File: src/logic/cache_pkg.sv
package cache_pkg;

    // cache geometry
    localparam int NUM_SETS       = 256;
    localparam int WORDS_PER_LINE = 4;

    // replacement LFSR reset value
    localparam logic [22:0] LFSR_SEED = 23'h4A528A;

    // address fields
    typedef logic [31:0] addr_t;
    // addr[31:12]
    typedef logic [19:0] tag_t;
    // addr[11:4]
    typedef logic [7:0]  index_t;
    // addr[3:0]
    typedef logic [3:0]  offset_t;

    // word in a line, doubles as refill beat number
    typedef logic [1:0]  word_sel_t;

    // data
    typedef logic [31:0] word_t;
    typedef logic [3:0]  strobe_t;
    typedef logic [WORDS_PER_LINE*32-1:0] line_t;

    // controller states
    typedef enum logic [2:0] {
        IDLE    = 3'd0,
        LOOKUP  = 3'd1,
        MISS    = 3'd2,
        REPLACE = 3'd3,
        REFILL  = 3'd4
    } cache_state_t;

endpackage

File: src/logic/cache_ctrl.sv
`timescale 1ns/100ps

module cache_ctrl (
    input  logic                 clk,
    input  logic                 resetn,
    // cpu side
    input  logic                 valid,
    input  logic                 op,
    input  cache_pkg::tag_t      tag,
    input  cache_pkg::index_t    index,
    input  cache_pkg::offset_t   offset,
    input  cache_pkg::strobe_t   wstrb,
    input  cache_pkg::word_t     wdata,
    output logic                 addr_ok,
    output logic                 data_ok,
    output cache_pkg::word_t     rdata,
    // memory read side
    output logic                 rd_req,
    output cache_pkg::addr_t     rd_addr,
    input  logic                 rd_rdy,
    input  logic                 ret_valid,
    input  logic                 ret_last,
    input  cache_pkg::word_t     ret_data,
    // memory write side
    output logic                 wr_req,
    output cache_pkg::addr_t     wr_addr,
    output cache_pkg::line_t     wr_data,
    input  logic                 wr_rdy,
    // way storage
    output cache_pkg::index_t    ram_index,
    input  cache_pkg::tag_t      way0_tag,
    input  cache_pkg::tag_t      way1_tag,
    input  logic                 way0_valid,
    input  logic                 way1_valid,
    input  logic                 way0_dirty,
    input  logic                 way1_dirty,
    input  cache_pkg::line_t     way0_line,
    input  cache_pkg::line_t     way1_line,
    output logic [1:0]           meta_we,
    output cache_pkg::tag_t      meta_tag,
    output logic                 meta_dirty,
    output logic [1:0]           dirty_set,
    output cache_pkg::strobe_t   data_we,
    output logic                 data_way,
    output cache_pkg::word_sel_t data_word,
    output cache_pkg::word_t     data_wdata
);
    import cache_pkg::*;

    function automatic word_t get_word(input line_t line, input word_sel_t sel);
        return line[sel*$bits(word_t) +: $bits(word_t)];
    endfunction

    function automatic word_t merge_word(input word_t old_word, input word_t new_word,
                                         input strobe_t strb);
        word_t result;
        result = old_word;
        for (int b = 0; b < $bits(strobe_t); b++) begin
            if (strb[b]) begin
                result[b*8 +: 8] = new_word[b*8 +: 8];
            end
        end
        return result;
    endfunction

    cache_state_t state;
    cache_state_t state_next;

    // request buffer
    logic      op_r;
    tag_t      tag_r;
    index_t    index_r;
    word_sel_t word_r;
    strobe_t   wstrb_r;
    word_t     wdata_r;

    logic        way0_hit;
    logic        way1_hit;
    logic        cache_hit;
    word_t       hit_word;
    logic        victim_pick;
    logic        victim_dirty;
    logic        victim_way;
    logic [22:0] lfsr;
    word_sel_t   beat_cnt;
    word_t       refill_word;
    logic        refill_done;

    assign way0_hit  = way0_valid && (way0_tag == tag_r);
    assign way1_hit  = way1_valid && (way1_tag == tag_r);
    assign cache_hit = way0_hit || way1_hit;
    assign hit_word  = get_word(way1_hit ? way1_line : way0_line, word_r);

    // invalid ways fill first, random pick once both are valid
    assign victim_pick  = !way0_valid ? 1'b0 :
                          !way1_valid ? 1'b1 : lfsr[0];
    assign victim_dirty = victim_pick ? (way1_valid && way1_dirty)
                                      : (way0_valid && way0_dirty);

    // missed store merges into its own beat
    assign refill_word = (op_r && beat_cnt == word_r) ? merge_word(ret_data, wdata_r, wstrb_r)
                                                      : ret_data;
    assign refill_done = (state == REFILL) && ret_valid && ret_last;

    always_ff @(posedge clk) begin
        if (!resetn) begin
            state <= IDLE;
        end else begin
            state <= state_next;
        end
    end

    always_comb begin
        state_next = state;
        case (state)
            IDLE: begin
                if (valid) begin
                    state_next = LOOKUP;
                end
            end
            LOOKUP: begin
                if (cache_hit) begin
                    state_next = IDLE;
                end else if (victim_dirty) begin
                    state_next = MISS;
                end else begin
                    state_next = REPLACE;
                end
            end
            MISS: begin
                if (wr_rdy) begin
                    state_next = REPLACE;
                end
            end
            REPLACE: begin
                if (rd_rdy) begin
                    state_next = REFILL;
                end
            end
            REFILL: begin
                if (ret_valid && ret_last) begin
                    state_next = IDLE;
                end
            end
            default: state_next = IDLE;
        endcase
    end

    always_ff @(posedge clk) begin
        if (state == IDLE && valid) begin
            op_r    <= op;
            tag_r   <= tag;
            index_r <= index;
            word_r  <= offset[3:2];
            wstrb_r <= wstrb;
            wdata_r <= wdata;
        end
    end

    // control registers
    always_ff @(posedge clk) begin
        if (!resetn) begin
            lfsr       <= LFSR_SEED;
            victim_way <= 1'b0;
            beat_cnt   <= '0;
            data_ok    <= 1'b0;
        end else begin
            lfsr    <= {lfsr[21:0], lfsr[22] ^ lfsr[17]};
            data_ok <= ((state == LOOKUP) && cache_hit) || refill_done;
            if (state == LOOKUP) begin
                victim_way <= victim_pick;
            end
            if (state != REFILL) begin
                beat_cnt <= '0;
            end else if (ret_valid) begin
                beat_cnt <= beat_cnt + 2'd1;
            end
        end
    end

    // victim line held for write-back
    always_ff @(posedge clk) begin
        if (state == LOOKUP && !cache_hit) begin
            wr_addr <= {(victim_pick ? way1_tag : way0_tag), index_r, offset_t'(0)};
            wr_data <= victim_pick ? way1_line : way0_line;
        end
    end

    always_ff @(posedge clk) begin
        if (state == LOOKUP && cache_hit) begin
            rdata <= hit_word;
        end else if (state == REFILL && ret_valid && beat_cnt == word_r) begin
            rdata <= refill_word;
        end
    end

    assign addr_ok   = (state == LOOKUP);
    assign wr_req    = (state == MISS);
    assign rd_req    = (state == REPLACE);
    assign rd_addr   = {tag_r, index_r, offset_t'(0)};
    assign ram_index = (state == IDLE) ? index : index_r;

    // metadata writes
    assign meta_we    = {2{refill_done}} & {victim_way, ~victim_way};
    assign meta_tag   = tag_r;
    assign meta_dirty = op_r;
    assign dirty_set  = {2{(state == LOOKUP) && op_r}} & {way1_hit, way0_hit};

    // data writes from a hit store or a refill beat
    always_comb begin
        data_we    = '0;
        data_way   = victim_way;
        data_word  = beat_cnt;
        data_wdata = refill_word;
        if (state == LOOKUP && cache_hit && op_r) begin
            data_we    = wstrb_r;
            data_way   = way1_hit;
            data_word  = word_r;
            data_wdata = wdata_r;
        end else if (state == REFILL && ret_valid) begin
            data_we = '1;
        end
    end

endmodule

File: config.mk
export PLATFORM = sky130hd
export DESIGN_NAME = cache_ctrl
export DESIGN_NICKNAME = d
export VERILOG_FILES = /design/src/logic/cache_pkg.sv /design/src/logic/cache_ctrl.sv
export SDC_FILE = /design/constraint.sdc
export NUM_CORES = 1
export LEC_CHECK = 0
export ABC_CLOCK_PERIOD_IN_PS = 10800
export BUFFER_PORTS_ARGS = -buffer_cell sky130_fd_sc_hd__buf_2
export CAP_MARGIN = 20
export CORE_AREA = 8 8 272 274
export CTS_CLUSTER_SIZE = 40
export DETAILED_ROUTE_END_ITERATION = 7
export DIE_AREA = 0 0 280 282
export SYNTH_ARGS = -nofsm -noshare
export SYNTH_HDL_FRONTEND = slang
export SYNTH_SLANG_ARGS = --single-unit
File: constraint.sdc
create_clock -name clk -period 10.8 [get_ports clk]
set_input_delay 0.54 -clock clk [delete_from_list [all_inputs] [get_ports clk]]
set_output_delay 0.54 -clock clk [all_outputs]
set_load 0.03 [all_outputs]
Yosys cells after proc, flatten, opt, wreduce, memory -nomap -nowiden
Cells that the tools add are included.
- add/subtract/negate cells: 1
- equality and inequality tests: 12
- shift operators: 1
- muxes and demuxes: 26
- bitwise gates (word level): 5
- reductions and logical operators: 21
- operator list (operator ; count):
    $mux W128 ; 2
    $mux W32 ; 4
    $shiftx A128 B8 Y32 ; 1
    $eq A20 B20 Y1 ; 2
    $mux W8 ; 5
    $mux W20 ; 1
    $pmux W3 S5 ; 1
    $logic_and A1 B1 Y1 ; 14
    $mux W3 ; 4
    $mux W4 ; 2
    $eq A3 B2 Y1 const B ; 2
    $ne A2 B1 Y1 const B ; 3
    $mux W1 ; 5
    $and A2 B2 Y2 ; 2
    $mux W2 ; 2
    $reduce_and A4 Y1 ; 1
    $eq A3 B1 Y1 const B ; 1
    $eq A3 B3 Y1 const B ; 1
    $logic_not A3 Y1 ; 1
    $ne A3 B3 Y1 const B ; 1
    $add A2 B1 Y2 const B ; 1
    $eq A2 B2 Y1 ; 1
    $logic_or A1 B1 Y1 ; 2
    $ne A2 B2 Y1 const B ; 1
    5 further kinds ; 6
- bits in registers: 285
- input port bits: 408
- output and inout bits: 300
- word-level logic and storage cells: 80

Longest topological paths before layout
- depth in word-level cells: 6
- gate-level depth with buffers: 9
- mapped depth without buffers: 7

Worst setup path before layout
OpenSTA, ideal clock, no wires.
- kind: register -> register
- start: reg tag_r[14] (netlist: meta_tag[14])
- end: reg wr_addr[10], enable pin
- setup time: 0.674 ns
- arrival: 7.925 ns
- required time: 10.126 ns
- setup slack: 2.201 ns
- cell stages (with the launch flop): 8
- path buffers: 1
- clock period less this slack: 8.599 ns
- path through: edfxtp_1 xnor2_1 nand4_1 nor4_1 nand4_1 buf_2 nand2_1 nor2_1
- cells in the longest elaborated chain, start to end: 5
- elaborated cells on any way between the ends: 7
- classes of those cells: 2 x eq/ne; 5 x reduce/logical
- ends and longest elaborated chain (what ; RTL line ; text):
    from (decl) ; cache_ctrl.sv:71 ; tag_t tag_r;
    from (signal assigned) ; cache_ctrl.sv:152 ; tag_r <= tag;
    $eq A20 B20 Y1, on equally long branches ; cache_ctrl.sv:89, cache_ctrl.sv:90 ;
    $logic_and A1 B1 Y1, on equally long branches ; cache_ctrl.sv:89, cache_ctrl.sv:90 ;
    $logic_or A1 B1 Y1 * ; cache_ctrl.sv:91 ; assign cache_hit = way0_hit || way1_hit;
    $logic_not A1 Y1 * ; cache_ctrl.sv:183 ; if (state == LOOKUP && !cache_hit) begin
    $logic_and A1 B1 Y1 * ; cache_ctrl.sv:183 ;
    to (signal assigned) ; cache_ctrl.sv:184 ; wr_addr <= {(victim_pick ? way1_tag : way0_tag), index_r, offset_t'(0)};
    to (decl) ; cache_ctrl.sv:26 ; output cache_pkg::addr_t wr_addr,
Every way passes the cells marked *; elsewhere a longest branch is shown, timed or not.
A chain may end at the register's enable or synchronous reset.

Worst setup path in the final report
- start: reg tag_r[2] (netlist: meta_tag[2])
- end: out data_wdata[26]
- cells in the longest elaborated chain, start to end: 6
- elaborated cells on any way between the ends: 8
- classes of those cells: 2 x eq/ne; 1 x mux; 5 x reduce/logical
- ends and longest elaborated chain (what ; RTL line ; text):
    $eq A20 B20 Y1, on equally long branches ; cache_ctrl.sv:89, cache_ctrl.sv:90 ;
    $logic_and A1 B1 Y1, on equally long branches ; cache_ctrl.sv:89, cache_ctrl.sv:90 ;
    $logic_or A1 B1 Y1 * ; cache_ctrl.sv:91 ;
    $logic_and A1 B1 Y1 * (2 in a row) ; cache_ctrl.sv:215 ; if (state == LOOKUP && cache_hit && op_r) begin
    $mux W32 * ; cache_ctrl.sv:215 ;
    to (decl) ; cache_ctrl.sv:46 ; output cache_pkg::word_t data_wdata
Marked as above.

==> summary.md <==
| Metric | Value |
|---|---|
| Design Area, Final | 19,700 µm² |
| PostCTS Resize Cnt | 0 |
| Vias in the first global route | 11,900 |
| DRT iter0 DRCs | 676 |
| Status | finished, final reports clean |
| Slew @ Worst Pin | 926 ps |
| Kind of critical path | reg -> out |
| Cell variety after synth | 34 |
| Pwr Density | 164 nW/µm² |
| Switching Power | 0.983 mW |
| Via count | 10,600 |
| Min Hold Slack | 179 ps |
| WL final | 58,400 µm |
| Peak VDD IR | 0.121 mV |
| Sequential group share of total power | 42.8% |
| Port bufs | 697 |
| Final hold vios | 0 |
| Gpl congestion | 0.937 |
| Reg-to-Reg Start | meta_tag[2] |
| Clock transition at path regs | 60 ps |
| Worst setup path startpoint | meta_tag[2] |
| HP Class | in -> reg |
| Hold Crit Start | wdata[0] |
| Clock power share | 34.8% |
| RSZ-0062 raised after global routing | no |
| Total congestion overflow | 0 |
| Die X | 280 µm |
| Overall Global Routing Usage | 13.8% |
| Area of the multi-input gates | 5550 µm² |
| FF/Latch Area | 8260 µm² |
| Max FO, Critical Path | 33 |
| Routed Antenna Nets | 0 |
| Final Power | 3.22 mW |
| DP Worst Slack | 6570 ps |
| Via density per instance | 4.25 |
| Share of cells above drive strength 1 | 65.5% |
| Antenna violations before repair | 5 |
| Number of flops mapped to enable cells by yosys | 255 |
| Largest net degree at the start of global routing | 66 |
| Die area | 79,000 µm² |
| Setup Viol. Count Final | 0 |
| Period utilization | 40.7% |
| First-pass DRT Iterations | 5 |
| CP startpoint kind | register |
| Die Ht | 282 µm |
| Leakage power | 8.46 nW |
| Total CTS buffers | 35 |
| Area Growth Syn to Fin | 38.7% |
| Clk root buf | clkbuf_16 |
| Clock buffer depth | 3 |
| Max Clock Freq | 0.227 GHz |
| I/O pins | 708 |
| First-pass GRT wire length | 80,400 µm |
| Clock latency on the worst-skew pair | 530 ps |
| DRC Markers | 0 |
| Int Pwr | 2.24 mW |
| # H-tree levels | 2 |
| Sw frac | 30.5% |
| Critical Path Sink Type | output port |
| Synth warn | 0 |
| Core Area | 69,500 µm² |
| Final HPWL DP | 45,500 µm |
| Critical Path AT | 3860 ps |
| Row count | 97 |
| Setup Skew | 20.1 ps |
| Clock Sink Count | 285 |
| Synth Cell Area | 14,200 µm² |
| Syn Inst Count | 853 |
| Hold bufs inserted after CTS | 0 |
| Fill cell total of the finished layout | 7,191 |
| Asr flop ratio synth | 0% |
| Final Slew Violations | 0 |
| Max_slew headroom | 38.2% |
| Main synth FF type | edfxtp_1 |
| Combinational group share of total power | 22.3% |
| Fin Setup TNS | 0 ps |
| Seq/Total Area, Yosys | 58.2% |
| Initial core utilization | 20.4% |
| Post-CTS Setup Bufs | 0 |
| Req. time, crit path | 10,260 ps |
| Final worst slack | 6400 ps |
| Layout Nets | 1,943 |
| Tmin final | 4400 ps |
| Number of synthesized register bits | 285 |
| DR WL/cell | 23.3 µm |
| Syn avg cell area | 16.6 µm² |
| TritonCTS clock tree | done |
| Max Cap Viol | 0 |
| Post-DP Area | 18,600 µm² |
power by group through the flow:
stage	Clock [mW]	Sequential (mW)	Combinational, mW
detailed placement	0	1.40	0.732
global route	1.20	1.39	0.763
finish	1.12	1.38	0.720
CTS	1.16	1.38	0.733
floorplan	0	1.56	0.301
global placement	0	1.40	0.722
cells by family after synthesis:
logic type / synth area share (%)
XOR/XNOR: 2.78
AND/OR/NAND/NOR: 2.83
multiplexers: 32.2
other: 0.0264
flip-flops: 58.2
AO/OA/AOI/OAI: 0.873
buffers and inverters: 3.10
sequential cells by signal, indices dropped and copies added, names as in the netlist, 3 cells and up:
register,flops
state,3
index_r,8
rdata,32
wr_data,128
meta_tag,20
wstrb_r,4
lfsr,23
wr_addr,28
wdata_r,32
final cells by class:
type | count | share of cell area, %
Antenna cell | 4 | 0.0509
Clock buffer | 51 | 5.12
Clock inverter | 11 | 0.299
Inverter | 5 | 0.0954
Multi-Input combinational cell | 496 | 28.2
Sequential cell | 285 | 42.0
Tap cell | 940 | 5.98
Timing Repair Buffer | 712 | 18.3
metal layers:
metal | vias to the layer above | track usage (%) | share of wire (%)
met2 | 592 | 24.5 | 50
met1 | 5257 | 15.3 | 38
li1 | 4696 | - | -
met4 | 0 | 4.84 | 3.3
met3 | 95 | 4.55 | 8.9
met5 | - | 0 | 0
per-stage QoR:
stage | utilization, % | cells
floorplan | - | 860
global placement | 26.8 | 2438
detailed placement | 26.8 | 2438
CTS | 28.3 | 2500
global route | 28.3 | 2503
finish | 28.3 | 2504
cell usage after synthesis (2+ instances only):
cell	n	area share (%)
o21ai_0	2	0.071
edfxtp_1	255	54
inv_1	5	0.13
mux2_2	191	15
buf_4	29	1.5
nand3_1	4	0.14
nand2_1	14	0.37
dfxtp_1	30	4.2
buf_2	10	0.35
buf_6	3	0.24
buf_1	4	0.11
nor4_1	4	0.18
nand2b_1	11	0.49
mux4_2	64	10
nand4_1	8	0.35
nor2b_1	2	0.088
nor2_1	8	0.21
and2_1	17	0.75
and3_1	3	0.13
nor3_1	2	0.071
clkbuf_1	28	0.74
mux2i_1	97	6.8
xnor2_1	35	2.2
xor2_1	10	0.62
a21o_1	8	0.42
path summary, 6_finish.rpt:
path,slack [ps],cells past startpoint,end
worst max register to register,6860,9,wr_data[113]
worst min-delay path,180,1,wdata_r[0]
worst max-delay path,6400,10,data_wdata[26]
worst min register to register,410,1,lfsr[9]
critical path, stage by stage (launching register included):
cell      delay [ps]
edfxtp_1         480
xnor2_1          260
nand4_1          160
nor4_1           290
nand4_1          170
buf_4            320
a21oi_2          200
buf_4            280
a21o_1           450
mux2_2           440
buf_2            200
cells in the final DEF, fill, tap and decap left out, types with 2 or more instances in the layout:
cell,count
a21o_1,8
and2_1,16
and3_1,3
buf_2,697
buf_4,15
clkbuf_1,11
clkbuf_16,37
clkbuf_8,3
clkinv_1,3
clkinv_2,5
conb_1,8
dfxtp_1,30
diode_2,4
edfxtp_1,255
inv_1,5
mux2_2,191
mux2i_1,97
mux4_2,64
nand2_1,12
nand2b_1,11
nand3_1,4
nand4_1,8
nor2_1,7
nor2b_1,2
nor4_1,4
o21ai_0,2
xnor2_1,35
xor2_1,10
Power figures use the tool's default switching activity.
